File: config.mk
export PLATFORM = sky130hd
export DESIGN_NAME = dcache_harness
export DESIGN_NICKNAME = d
export VERILOG_FILES = /design/src/hw/dcache_pkg.sv /design/src/hw/mem_bus_pkg.sv /design/src/hw/mem_bus_if.sv /design/src/hw/replay_fifo.sv /design/src/hw/dcache_slice.sv /design/src/hw/mem_arbiter.sv /design/src/hw/dcache_harness.sv
export VERILOG_INCLUDE_DIRS = /design/src /design/src/hw
export SDC_FILE = /design/constraint.sdc
export NUM_CORES = 2
export LEC_CHECK = 0
export BUFFER_PORTS_ARGS = -buffer_cell sky130_fd_sc_hd__buf_4
export CORE_UTILIZATION = 60
export CTS_CLUSTER_DIAMETER = 80
export DETAILED_ROUTE_END_ITERATION = 8
export GPL_TIMING_DRIVEN = 0
export PLACE_DENSITY = 0.77
export SLEW_MARGIN = 20
export SYNTH_ARGS = -nofsm -noshare
export SYNTH_HDL_FRONTEND = slang
export SYNTH_SLANG_ARGS = --single-unit
File: constraint.sdc
create_clock -name clk_i -period 10.41 [get_ports clk_i]
set_clock_uncertainty 0.15 [all_clocks]
set_input_delay 1.041 -clock clk_i [delete_from_list [all_inputs] [get_ports clk_i]]
set_output_delay 1.041 -clock clk_i [all_outputs]
set_load 0.01 [all_outputs]
File: src/hw/dcache_cfg.svh
// No size may be zero and DC_SETS and DC_REPLAY_ELS must be powers of two of at least 2
`ifndef DCACHE_CFG_SVH
`define DCACHE_CFG_SVH

// Number of peer cache ports sharing the memory bus
`define DC_NUM_PORTS 2

// Word address width
`define DC_ADDR_WIDTH 12

// Data word width
`define DC_DATA_WIDTH 32

// Lines per cache, one word each
`define DC_SETS 16

// Replay FIFO depth per port
`define DC_REPLAY_ELS 8

`endif

File: src/hw/dcache_pkg.sv
// Word accesses only and addresses count words not bytes
`include "dcache_cfg.svh"

package dcache_pkg;

   localparam int dc_index_width_lp = $clog2(`DC_SETS);

   typedef logic [`DC_ADDR_WIDTH-1:0] dc_addr_t;
   typedef logic [`DC_DATA_WIDTH-1:0] dc_data_t;

   typedef enum logic
   {
      e_op_load  = 1'b0,
      e_op_store = 1'b1
   } dc_op_e;

   typedef struct packed
   {
      dc_op_e   op;
      dc_addr_t addr;
      dc_data_t data;
   } dc_req_t;

   typedef logic [dc_index_width_lp-1:0] dc_index_t;
   typedef logic [`DC_ADDR_WIDTH-dc_index_width_lp-1:0] dc_tag_t;

   // Miss machine
   typedef enum logic [1:0]
   {
      e_ready,
      e_send,
      e_wait
   } dc_state_e;

endpackage

File: src/hw/mem_bus_pkg.sv
// Every command gets exactly one response and writes answer with any data
`include "dcache_cfg.svh"

package mem_bus_pkg;

   localparam int mem_port_id_width_lp = (`DC_NUM_PORTS > 1) ? $clog2(`DC_NUM_PORTS) : 1;

   typedef struct packed
   {
      logic                 write;
      dcache_pkg::dc_addr_t addr;
      dcache_pkg::dc_data_t data;
   } mem_cmd_t;

   typedef logic [mem_port_id_width_lp-1:0] mem_port_id_t;

   typedef enum logic
   {
      e_idle,
      e_busy
   } arb_state_e;

endpackage

File: src/hw/mem_bus_if.sv
// One command in flight per client and the client holds cmd_v and cmd until cmd_ready
interface mem_bus_if;

   import dcache_pkg::*;
   import mem_bus_pkg::*;

   logic     cmd_v;
   mem_cmd_t cmd;
   logic     cmd_ready;

   // Response has no back-pressure
   logic     resp_v;
   dc_data_t resp_data;

   modport client (output cmd_v, cmd, input cmd_ready, resp_v, resp_data);

   modport arbiter (input cmd_v, cmd, output cmd_ready, resp_v, resp_data);

endinterface

File: src/hw/replay_fifo.sv
// Entries leave only on retire_i and roll_i rewinds reads to the oldest unretired entry
`include "dcache_cfg.svh"

module replay_fifo
   (input                        clk_i
   ,input                        reset_i

   ,input                        v_i
   ,input  dcache_pkg::dc_req_t  req_i
   ,output logic                 ready_o

   ,output logic                 v_o
   ,output dcache_pkg::dc_req_t  req_o
   ,input                        yumi_i

   ,input                        roll_i
   ,input                        retire_i
   );

   import dcache_pkg::*;

   // One extra bit tells full from empty
   localparam int ptr_width_lp = $clog2(`DC_REPLAY_ELS) + 1;

   dc_req_t                 mem_r [`DC_REPLAY_ELS];
   logic [ptr_width_lp-1:0] wptr_r;
   logic [ptr_width_lp-1:0] rptr_r;
   logic [ptr_width_lp-1:0] cptr_r;
   logic                    enq;

   assign enq     = v_i && ready_o;
   assign ready_o = (wptr_r - cptr_r) != ptr_width_lp'(`DC_REPLAY_ELS);
   assign v_o     = (rptr_r != wptr_r);
   assign req_o   = mem_r[rptr_r[ptr_width_lp-2:0]];

   always_ff @(posedge clk_i)
   begin
      if (enq)
         mem_r[wptr_r[ptr_width_lp-2:0]] <= req_i;
   end

   always_ff @(posedge clk_i)
   begin
      if (reset_i)
      begin
         wptr_r <= '0;
         rptr_r <= '0;
         cptr_r <= '0;
      end
      else
      begin
         if (enq)
            wptr_r <= wptr_r + 1'b1;

         // Rollback beats a read in the same cycle
         if (roll_i)
            rptr_r <= cptr_r + ptr_width_lp'(retire_i);
         else if (yumi_i)
            rptr_r <= rptr_r + 1'b1;

         if (retire_i)
            cptr_r <= cptr_r + 1'b1;
      end
   end

   // Only entries already handed to the cache can retire
   a_retire_read: assert property (@(posedge clk_i) disable iff (reset_i)
      retire_i |-> (cptr_r != rptr_r));

endmodule

File: src/hw/dcache_slice.sv
// Write-through with no allocate on a store miss and v_i means the request is already taken
`include "dcache_cfg.svh"

module dcache_slice
   (input                         clk_i
   ,input                         reset_i

   ,input                         v_i
   ,input  dcache_pkg::dc_req_t   req_i
   ,output logic                  ready_o

   ,output logic                  v_o
   ,output dcache_pkg::dc_data_t  data_o
   ,output logic                  poison_o

   ,mem_bus_if.client             mem
   );

   import dcache_pkg::*;

   localparam int index_width_lp = $bits(dc_index_t);

   dc_tag_t             tag_mem_r  [`DC_SETS];
   dc_data_t            data_mem_r [`DC_SETS];
   logic [`DC_SETS-1:0] valid_r;

   logic      s1_v_r;
   dc_req_t   s1_req_r;
   dc_index_t s1_index;

   logic      s2_v_r;
   dc_req_t   s2_req_r;
   dc_tag_t   s2_tag_r;
   dc_data_t  s2_data_r;
   logic      s2_valid_r;
   dc_index_t s2_index;
   logic      s2_store;
   logic      s2_hit;
   logic      s2_ok;
   logic      st_commit;

   logic      wbuf_v_r;
   dc_addr_t  wbuf_addr_r;
   dc_data_t  wbuf_data_r;
   logic      fill_pend_r;
   dc_addr_t  fill_addr_r;
   dc_index_t fill_index;
   logic      fill_done;
   dc_state_e state_r;
   dc_state_e state_n;

   assign s1_index   = s1_req_r.addr[index_width_lp-1:0];
   assign s2_index   = s2_req_r.addr[index_width_lp-1:0];
   assign fill_index = fill_addr_r[index_width_lp-1:0];

   // Stage 2 hit check
   assign s2_store  = (s2_req_r.op == e_op_store);
   assign s2_hit    = s2_valid_r
                      && (s2_tag_r == s2_req_r.addr[`DC_ADDR_WIDTH-1:index_width_lp]);
   assign s2_ok     = s2_store ? !wbuf_v_r : s2_hit;
   assign st_commit = s2_v_r && s2_store && s2_ok;

   assign v_o      = s2_v_r && s2_ok;
   assign poison_o = s2_v_r && !s2_ok;
   assign data_o   = s2_store ? '0 : s2_data_r;
   assign ready_o  = !fill_pend_r && !poison_o;

   always_ff @(posedge clk_i)
   begin
      if (reset_i)
      begin
         s1_v_r <= 1'b0;
         s2_v_r <= 1'b0;
      end
      else
      begin
         // Poison also flushes stage 1
         s1_v_r <= v_i && !poison_o;
         s2_v_r <= s1_v_r && !poison_o;
      end
   end

   // Stage 1 array read
   always_ff @(posedge clk_i)
   begin
      s1_req_r   <= req_i;
      s2_req_r   <= s1_req_r;
      s2_tag_r   <= tag_mem_r[s1_index];
      s2_valid_r <= valid_r[s1_index];
      // Store hit landing on the line being read
      if (st_commit && s2_hit && (s2_index == s1_index))
         s2_data_r <= s2_req_r.data;
      else
         s2_data_r <= data_mem_r[s1_index];
   end

   always_ff @(posedge clk_i)
   begin
      if (fill_done)
      begin
         data_mem_r[fill_index] <= mem.resp_data;
         tag_mem_r[fill_index]  <= fill_addr_r[`DC_ADDR_WIDTH-1:index_width_lp];
      end
      else if (st_commit && s2_hit)
         data_mem_r[s2_index] <= s2_req_r.data;
   end

   always_ff @(posedge clk_i)
   begin
      if (reset_i)
         valid_r <= '0;
      else if (fill_done)
         valid_r[fill_index] <= 1'b1;
   end

   // Write buffer and pending miss payloads
   always_ff @(posedge clk_i)
   begin
      if (st_commit)
      begin
         wbuf_addr_r <= s2_req_r.addr;
         wbuf_data_r <= s2_req_r.data;
      end
      if (poison_o && !s2_store)
         fill_addr_r <= s2_req_r.addr;
   end

   // A response with the buffer full answers the write
   assign fill_done = (state_r == e_wait) && mem.resp_v && !wbuf_v_r;

   always_comb
   begin
      state_n = state_r;
      case (state_r)
         e_ready: if (wbuf_v_r || fill_pend_r) state_n = e_send;
         e_send:  if (mem.cmd_ready) state_n = e_wait;
         e_wait:  if (mem.resp_v) state_n = e_ready;
         default: state_n = e_ready;
      endcase
   end

   always_ff @(posedge clk_i)
   begin
      if (reset_i)
      begin
         state_r     <= e_ready;
         wbuf_v_r    <= 1'b0;
         fill_pend_r <= 1'b0;
      end
      else
      begin
         state_r <= state_n;
         if (st_commit)
            wbuf_v_r <= 1'b1;
         else if ((state_r == e_wait) && mem.resp_v)
            wbuf_v_r <= 1'b0;
         if (poison_o && !s2_store)
            fill_pend_r <= 1'b1;
         else if (fill_done)
            fill_pend_r <= 1'b0;
      end
   end

   // Pending write goes out ahead of the fill
   assign mem.cmd_v = (state_r == e_send);
   assign mem.cmd   = '{write: wbuf_v_r
                       ,addr : wbuf_v_r ? wbuf_addr_r : fill_addr_r
                       ,data : wbuf_data_r};

   a_result_or_poison: assert property (@(posedge clk_i) disable iff (reset_i)
      !(v_o && poison_o));

   // Command held until the arbiter takes it
   a_cmd_hold: assert property (@(posedge clk_i) disable iff (reset_i)
      mem.cmd_v && !mem.cmd_ready |=> mem.cmd_v && $stable(mem.cmd));

endmodule

File: src/hw/mem_arbiter.sv
// Holds one grant from command to response and expects no response without a command
`include "dcache_cfg.svh"

module mem_arbiter
   (input                          clk_i
   ,input                          reset_i

   ,mem_bus_if.arbiter             clients [`DC_NUM_PORTS]

   ,output logic                   mem_cmd_v_o
   ,output mem_bus_pkg::mem_cmd_t  mem_cmd_o
   ,input                          mem_cmd_ready_i

   ,input                          mem_resp_v_i
   ,input  dcache_pkg::dc_data_t   mem_resp_data_i
   ,output logic                   mem_resp_yumi_o
   );

   import mem_bus_pkg::*;

   logic [`DC_NUM_PORTS-1:0] req_v;
   logic [`DC_NUM_PORTS-1:0] sel;
   mem_cmd_t                 req_cmd [`DC_NUM_PORTS];
   arb_state_e               state_r;
   mem_port_id_t             grant_r;
   mem_port_id_t             grant_n;
   logic                     found;

   for (genvar i = 0; i < `DC_NUM_PORTS; i++)
   begin : g_client
      assign req_v[i]   = clients[i].cmd_v;
      assign req_cmd[i] = clients[i].cmd;
      assign sel[i]     = (state_r == e_busy) && (grant_r == mem_port_id_t'(i));

      assign clients[i].cmd_ready = sel[i] && mem_cmd_ready_i;
      assign clients[i].resp_v    = sel[i] && mem_resp_v_i;
      assign clients[i].resp_data = mem_resp_data_i;
   end

   // Search starts just after the last grant
   always_comb
   begin
      mem_port_id_t cand;
      grant_n = grant_r;
      found   = 1'b0;
      for (int k = 1; k <= `DC_NUM_PORTS; k++)
      begin
         cand = mem_port_id_t'((int'(grant_r) + k) % `DC_NUM_PORTS);
         if (!found && req_v[cand])
         begin
            grant_n = cand;
            found   = 1'b1;
         end
      end
   end

   always_ff @(posedge clk_i)
   begin
      if (reset_i)
      begin
         state_r <= e_idle;
         grant_r <= '0;
      end
      else
      begin
         case (state_r)
            e_idle:
            begin
               if (found)
               begin
                  state_r <= e_busy;
                  grant_r <= grant_n;
               end
            end
            e_busy: if (mem_resp_v_i) state_r <= e_idle;
            default: state_r <= e_idle;
         endcase
      end
   end

   assign mem_cmd_v_o     = (state_r == e_busy) && req_v[grant_r];
   assign mem_cmd_o       = req_cmd[grant_r];
   assign mem_resp_yumi_o = mem_resp_v_i;

   a_resp_in_busy: assert property (@(posedge clk_i) disable iff (reset_i)
      mem_resp_v_i |-> (state_r == e_busy));

endmodule

File: src/hw/dcache_harness.sv
// Ports need disjoint address ranges because the caches are not coherent with each other
`include "dcache_cfg.svh"

module dcache_harness
   (input                                               clk_i
   ,input                                               reset_i

   ,input        [`DC_NUM_PORTS-1:0]                    v_i
   ,input  dcache_pkg::dc_req_t [`DC_NUM_PORTS-1:0]     req_i
   ,output logic [`DC_NUM_PORTS-1:0]                    ready_o

   ,output logic [`DC_NUM_PORTS-1:0]                    v_o
   ,output dcache_pkg::dc_data_t [`DC_NUM_PORTS-1:0]    data_o

   ,output logic                                        mem_cmd_v_o
   ,output mem_bus_pkg::mem_cmd_t                       mem_cmd_o
   ,input                                               mem_cmd_ready_i

   ,input                                               mem_resp_v_i
   ,input  dcache_pkg::dc_data_t                        mem_resp_data_i
   ,output logic                                        mem_resp_yumi_o
   );

   import dcache_pkg::*;

   logic    [`DC_NUM_PORTS-1:0] fifo_v;
   logic    [`DC_NUM_PORTS-1:0] fifo_yumi;
   logic    [`DC_NUM_PORTS-1:0] cache_ready;
   logic    [`DC_NUM_PORTS-1:0] poison;
   dc_req_t [`DC_NUM_PORTS-1:0] fifo_req;

   mem_bus_if bus [`DC_NUM_PORTS] ();

   for (genvar i = 0; i < `DC_NUM_PORTS; i++)
   begin : g_port
      replay_fifo fifo
         (.clk_i(clk_i)
         ,.reset_i(reset_i)
         ,.v_i(v_i[i])
         ,.req_i(req_i[i])
         ,.ready_o(ready_o[i])
         ,.v_o(fifo_v[i])
         ,.req_o(fifo_req[i])
         ,.yumi_i(fifo_yumi[i])
         ,.roll_i(poison[i])
         ,.retire_i(v_o[i])
         );

      assign fifo_yumi[i] = fifo_v[i] && cache_ready[i];

      dcache_slice slice
         (.clk_i(clk_i)
         ,.reset_i(reset_i)
         ,.v_i(fifo_yumi[i])
         ,.req_i(fifo_req[i])
         ,.ready_o(cache_ready[i])
         ,.v_o(v_o[i])
         ,.data_o(data_o[i])
         ,.poison_o(poison[i])
         ,.mem(bus[i])
         );
   end

   mem_arbiter arb
      (.clk_i(clk_i)
      ,.reset_i(reset_i)
      ,.clients(bus)
      ,.mem_cmd_v_o(mem_cmd_v_o)
      ,.mem_cmd_o(mem_cmd_o)
      ,.mem_cmd_ready_i(mem_cmd_ready_i)
      ,.mem_resp_v_i(mem_resp_v_i)
      ,.mem_resp_data_i(mem_resp_data_i)
      ,.mem_resp_yumi_o(mem_resp_yumi_o)
      );

endmodule

## Word-level counts from Yosys, hierarchy flattened

Memories as Yosys holds them, arrays and structs flattened. A register that Yosys moved wholly into a read port is not among the register bits.
Cells that the tools add are included.

- Add/sub/neg operators: 12
- Bitwise logic cells: 5
- $lt $le $gt $ge: 10
- Eq/ne operators: 18
- Reductions and logical operators: 67
- Multiplexer cells: 72

Operators by type and width:

| operator | count |
|---|---|
| two-way mux 32 bit | 6 |
| two-way mux 45 bit | 3 |
| OR reduction 32 bit | 2 |
| two-way mux 1 bit | 42 |
| logical AND 1 bit | 40 |
| OR 16 bit | 2 |
| adder 4 x 1 -> 4 bit, second input constant | 6 |
| two-way mux 12 bit | 2 |
| two-way mux 4 bit | 6 |
| < comparator 4 x 5 -> 1 bit, second input constant | 4 |
| == test 8 bit | 2 |
| nonzero test 2 bit | 7 |
| two-way mux 2 bit | 6 |
| one-hot mux 2 bit (3 select lines) | 2 |
| zero test 1 bit | 11 |
| AND reduction 3 bit | 3 |
| adder 4 x 1 -> 4 bit | 2 |
| binary-select mux 1 bit (select 4 bit) | 2 |
| demux 1 bit (select 4 bit) | 2 |
| == test 4 bit | 2 |
| >= comparator 4 x 1 -> 1 bit, second input constant | 2 |
| != test 2 x 1 -> 1 bit, second input constant | 4 |
| != test 4 bit | 2 |
| != test 4 bit, second input constant | 2 |
| 12 further kinds | 22 |

- Logic and storage cells: 226
- Output and inout port bits: 115
- Bits in writable memories: 2000
- Bits of input ports: 128
- Memories kept: 6
- Register bits: 338

Memories:

| name | depth | bits a word | read ports | clocked after memory_dff | write ports | RTL line | source |
|---|---|---|---|---|---|---|---|
| g_port[0].slice.data_mem_r | 16 | 32 | 1 | 0 | 1 | dcache_slice.sv:24 | `` dc_data_t data_mem_r [`DC_SETS]; `` |
| g_port[1].slice.data_mem_r | 16 | 32 | 1 | 0 | 1 | dcache_slice.sv:24 |  |
| g_port[0].fifo.mem_r | 8 | 45 | 1 | 1 | 1 | replay_fifo.sv:25 | `` dc_req_t mem_r [`DC_REPLAY_ELS]; `` |
| g_port[1].fifo.mem_r | 8 | 45 | 1 | 1 | 1 | replay_fifo.sv:25 |  |
| g_port[0].slice.tag_mem_r | 16 | 8 | 1 | 1 | 1 | dcache_slice.sv:23 | `` dc_tag_t tag_mem_r [`DC_SETS]; `` |
| g_port[1].slice.tag_mem_r | 16 | 8 | 1 | 1 | 1 | dcache_slice.sv:23 |  |

## Logic depth before layout (Yosys ltp)

- Depth after elaboration: 10
- Depth in mapped cells: 11
- Gate-level depth less buffers: 10

## Cells and area by module

A second synthesis with hierarchy kept.

- Cells, all modules: 4611
- Area total of the unflattened synthesis: 92374.8 um2

Modules (own cells, without submodules):

| module | cells each | times used | sequential area each (um2) | area an instance (um2) |
|---|---|---|---|---|
| dcache_slice (g_port[1].slice) | 1623 | 1 | 23963.0 | 31262.5 |
| dcache_slice (g_port[0].slice) | 1600 | 1 | 23963.0 | 31158.6 |
| replay_fifo | 628 | 2 | 11110.7 | 14395.1 |
| mem_arbiter | 130 | 1 | 40.0 | 1151.1 |
| dcache_harness | 2 | 1 | 0.0 | 12.5 |

## Worst setup path after synthesis

Ideal clock, no wire load.

- Path type: register -> register
- Start point: register g_port[0].fifo.cptr_r[1]
- End point: memory g_port[0].fifo.mem_r[4][0] (netlist bit), enable pin
- Required time: 9684 ps
- Setup slack: 3397 ps
- Data arrival time: 6287 ps
- Period minus slack after synthesis: 7013 ps
- Setup time: 576 ps
- Cell stages (with the launch flop): 9
- Path buffers: 0
- Cell sequence: dfxtp_1 > inv_1 > ha_1 > nor2b_1 > o21a_1 > or3_1 > nand3_1 > nand2_1 > nor4b_1

- Cells in the longest elaborated chain, start to end: 5

Ends and longest elaborated chain:

| element | RTL line | source |
|---|---|---|
| start, declared | replay_fifo.sv:28 | `logic [ptr_width_lp-1:0] cptr_r;` |
| start signal, assigned | replay_fifo.sv:62 | `cptr_r <= cptr_r + 1'b1;` |
| subtractor 4 bit | replay_fifo.sv:32 | `` assign ready_o = (wptr_r - cptr_r) != ptr_width_lp'(`DC_REPLAY_ELS); `` |
| != test 4 bit | replay_fifo.sv:32 |  |
| net g_port[0].fifo.ready_o | replay_fifo.sv:10 | `,output logic ready_o` |
| logical AND 1 bit | replay_fifo.sv:31 | `assign enq = v_i && ready_o;` |
| two-way mux 1 bit | replay_fifo.sv:38 | `if (enq)` |
| two-way mux 1 bit (implied by the code) | replay_fifo.sv:39 | `mem_r[wptr_r[ptr_width_lp-2:0]] <= req_i;` |
| end, declared | replay_fifo.sv:25 |  |

The timed path passes the listed nets, and every way through them passes these cells.

## Final worst setup path

- Start point: register g_port[1].slice.s2_req_r (netlist bit g_port[1].slice.s2_store)
- End point: memory g_port[1].slice.data_mem_r[10][11] (netlist bit), enable pin

- Cells in the longest elaborated chain, start to end: 8
- Elaborated cells between the ends (all ways): 10
- Those cells by class: mux (6); reduce/logical (4)

Ends and longest elaborated chain:

| element | RTL line | source |
|---|---|---|
| start, declared | dcache_slice.sv:32 | `dc_req_t s2_req_r;` |
| start signal, assigned | dcache_slice.sv:87 | `s2_req_r <= s1_req_r;` |
| two-way mux 1 bit or logical AND 1 bit (tied branches) | dcache_slice.sv:60, dcache_slice.sv:61 |  |
| logical AND 1 bit (*) | dcache_slice.sv:61 | `assign st_commit = s2_v_r && s2_store && s2_ok;` |
| net g_port[1].slice.st_commit | dcache_slice.sv:40 | `logic st_commit;` |
| logical AND 1 bit (*) | dcache_slice.sv:104 | `else if (st_commit && s2_hit)` |
| two-way mux 1 bit (*) | dcache_slice.sv:104 |  |
| two-way mux 1 bit (*) | dcache_slice.sv:99 | `if (fill_done)` |
| two-way mux 1 bit (implied by the code) (*) | dcache_slice.sv:105 | `data_mem_r[s2_index] <= s2_req_r.data;` |
| OR reduction 32 bit (no source line) | -- |  |
| two-way mux 4 bit (no source line) or two-way mux 1 bit (tied branches) | -- |  |
| end, declared | dcache_slice.sv:24 |  |

Mark *: on every way through the listed nets, which the timed path passes. The rest lies on a longest branch.

==> flow_metrics.tcl <==
set metrics [dict create \
    antenna_found_initial 43 \
    cts_hold_buf 0 \
    post-route-period-util 0.5361 \
    rsz0062_at_grt "false" \
    ir_worst_vdd_mv 0.1882 \
    start_util 0.6047 \
    status "finished, final reports clean" \
    synth_seq_cells 2444 \
    tns_ns 0 \
    die-area_sq_um 152700 \
    numCtsBuffers 229 \
    period_needed_ns 5.581 \
    die_y_um 390.7 \
    portBuffers 242 \
    drc_errors 0 \
    path_class "reg -> reg" \
    syn_area_sq_um 90670 \
    grt_pass1_vias 46310 \
    grt_pass1_wl_um 330200 \
    dp_hpwl_um 155700 \
    synth_top_cell_by_area "edfxtp_1" \
    synth.area.top_cells "edfxtp_1, mux4_2, dfxtp_1" \
    hold_path_class "reg -> reg" \
    cp.required_ns 10.83 \
    fin_area_sq_um 105500 \
    synth-async-reset-ratio 0 \
    slowest_stage "dfxtp_1" \
    maxCapViolCount 0 \
    rows 142 \
    cp.arrival_ns 6.00 \
    synth_edf_count 2112 \
    totalWireLength_um 234300 \
    ys_top_cells_by_count "edfxtp_1, mux4_2, dfxtp_1, nand2_1, mux2_2" \
    max_freq_mhz 179.2 \
    layoutNonFillerInstCount 7164 \
    hold_viol 0 \
    io_pins 243 \
    grt_usage 0.3105 \
    clk_pin_slew_ns 0.06 \
    layout-drive-gt1-share 0.3321 \
    wl_per_cell_um 32.71 \
    p_leak_nw 34.80 \
    setup_viol 0 \
    cts_buffer_depth 3 \
    synth_ff_type "edfxtp_1" \
    synth_top_area_share 0.6994 \
    place.gp.congestion 0.8838 \
    slowest_delay_ns 0.92 \
    fillerInstances 8628 \
    ys_warn_count 0 \
    worst_setup_path_start_kind "flop" \
    cts_root_buffer "clkbuf_16" \
    worst_pin_slew_ns 1.094 \
    core_region_area_sq_um 150000 \
    worstSkewPairLatency_ns 0.88 \
    crit_buf_inv 5 \
    drt_iter0_drc 6366 \
    area_growth_syn_to_layout_pct 16.39 \
    dpl_cell_area_sq_um 97530 \
    critPathMaxFanout 35 \
    overflow 0 \
    yosysMostFrequentCell "edfxtp_1" \
    dpl.cell_count 6713 \
    p_per_area_nw_per_um2 259.3 \
    clkSinkCount 2444 \
    syn_inst 4268 \
    syn-num-nets 4412 \
    synth_cell_types 63 \
    htree_levels 4 \
    postCtsSetupRepairBufs 0 \
    slew-limit-headroom 0.2642 \
    seq_area_frac_synth 0.7727 \
    ant_nets 0 \
    dpl_worst_slack_ns 5.072 \
    cts_tree "built" \
    final_nets 5073 \
    cts_resized 0 \
    grt_max_degree 40 \
    path_delay_family "simple AND/OR/NAND/NOR gates" \
    die_w_um 390.7 \
    drv_slew 0 \
    end_kind "flop" \
    via_per_inst 6.502 \
    setup_ws_ns 4.829 \
    num_vias 46580 \
    syn_area_per_cell_sq_um 21.25 \
    path_cells "nor2b_4 -> nand2_2 -> inv_2 -> buf_12 -> o21ai_0 -> nor4_2 -> mux2i_1 -> o21ai_0 -> nor3b_2 -> buf_4 -> buf_6 -> buf_6" \
    firstDrtPassIters 7 \
]
per-layer routing:
| metal | routed length, um | track usage |
|---|---|---|
| met4 | 10210 | 0.1289 |
| met1 | 82900 | 0.4254 |
| met3 | 33650 | 0.1049 |
| met2 | 107300 | 0.4620 |
| met5 | 272 | 0 |
worst paths after layout:
path	start	end	slack [ns]	cells after the start
worst max-delay path	g_port[1].slice.s2_store	g_port[1].slice.data_mem_r[10][11]	4.83	12
worst min register to register	g_port[0].slice.s1_req_r[7]	g_port[0].slice.s2_req_r[7]	0.18	0
worst max register to register	g_port[1].slice.s2_store	g_port[1].slice.data_mem_r[10][11]	4.83	12
worst min-delay path	g_port[0].slice.s1_req_r[7]	g_port[0].slice.s2_req_r[7]	0.18	0
flip-flops by register name, indices dropped and copies added, names as in the netlist, 16 cells and up:
| register | count |
|---|---|
| g_port.slice.wbuf_data_r | 64 |
| g_port.slice.valid_r | 32 |
| g_port.slice.fill_addr_r | 24 |
| g_port.fifo.mem_r | 720 |
| g_port.slice.wbuf_addr_r | 24 |
| g_port.slice.tag_mem_r | 256 |
| g_port.slice.s1_req_r | 82 |
| g_port.slice.s2_req_r | 80 |
| g_port.slice.s2_data_r | 64 |
| g_port.slice.s2_tag_r | 16 |
| g_port.slice.data_mem_r | 1024 |
power by group:
group	leakage, nW	switching, mW	internal [mW]	total [mW]
Combinational	9.10	3.27	2.96	6.23
Clock	3.87	3.67	4.95	8.63
Sequential	21.8	0.971	11.5	12.5
Total	34.8	7.92	19.5	27.4
through the flow:
| step | util | total power, mW | hold slack (ns) |
|---|---|---|---|
| after floorplan | - | 16.13 | 0.1596 |
| after global placement | 0.6336 | 18.56 | 0.1598 |
| after detailed placement | 0.6504 | 18.72 | 0.1621 |
| after CTS | 0.7034 | 27.35 | 0.1756 |
| after global routing | 0.7037 | 28.07 | 0.1805 |
| final | 0.7038 | 27.37 | 0.1759 |
kinds of logic (layout without fill, tap and decap cells):
| family | after synthesis | after routing | share of synthesized area |
|---|---|---|---|
| AO/OA/AOI/OAI | 100 | 100 | 0.007231 |
| XOR/XNOR | 52 | 52 | 0.005023 |
| adder cells (fa/ha/maj) | 16 | 16 | 0.002208 |
| buffers and inverters | 231 | 1097 | 0.01093 |
| flip-flops | 2444 | 2444 | 0.7727 |
| multiplexers | 769 | 769 | 0.1685 |
| other | 0 | 14 | 0 |
| AND/OR/NAND/NOR | 656 | 656 | 0.03341 |
placed cells by master, fill, tap and decap left out, drive strengths merged, types with 3 or more instances in the layout:
cell / n
nor3: 25
o21a: 3
edfxtp: 2112
a21boi: 3
a31oi: 14
o21ai: 11
a211oi: 22
nand2: 319
a21oi: 33
and2: 3
clkbuf: 467
mux2i: 22
nand4: 7
nor4b: 4
and3b: 5
dfxtp: 332
and3: 3
diode: 14
ha: 16
mux4: 590
or3: 4
clkinv: 60
mux2: 157
buf: 527
inv: 20
xnor2: 36
clkinvlp: 7
nand2b: 15
nand3: 11
nor2b: 86
bufinv: 16
a31o: 3
nor2: 141
xor2: 16
nor4: 11
nor3b: 12
layout make-up:
type | count | area, sq um | area share
tap | 2016 | 2522 | 0.02390
sequential | 2444 | 70070 | 0.6639
clock inverter | 88 | 1102 | 0.01044
antenna | 14 | 35.03 | 0.0003319
timing repair buffer | 430 | 3960 | 0.03752
inverter | 15 | 56.30 | 0.0005335
buffer | 216 | 938.4 | 0.008891
clock buffer | 348 | 6838 | 0.06479
multi-input combinational | 1593 | 20020 | 0.1897
No activity file was read; power rests on OpenSTA's default activity.
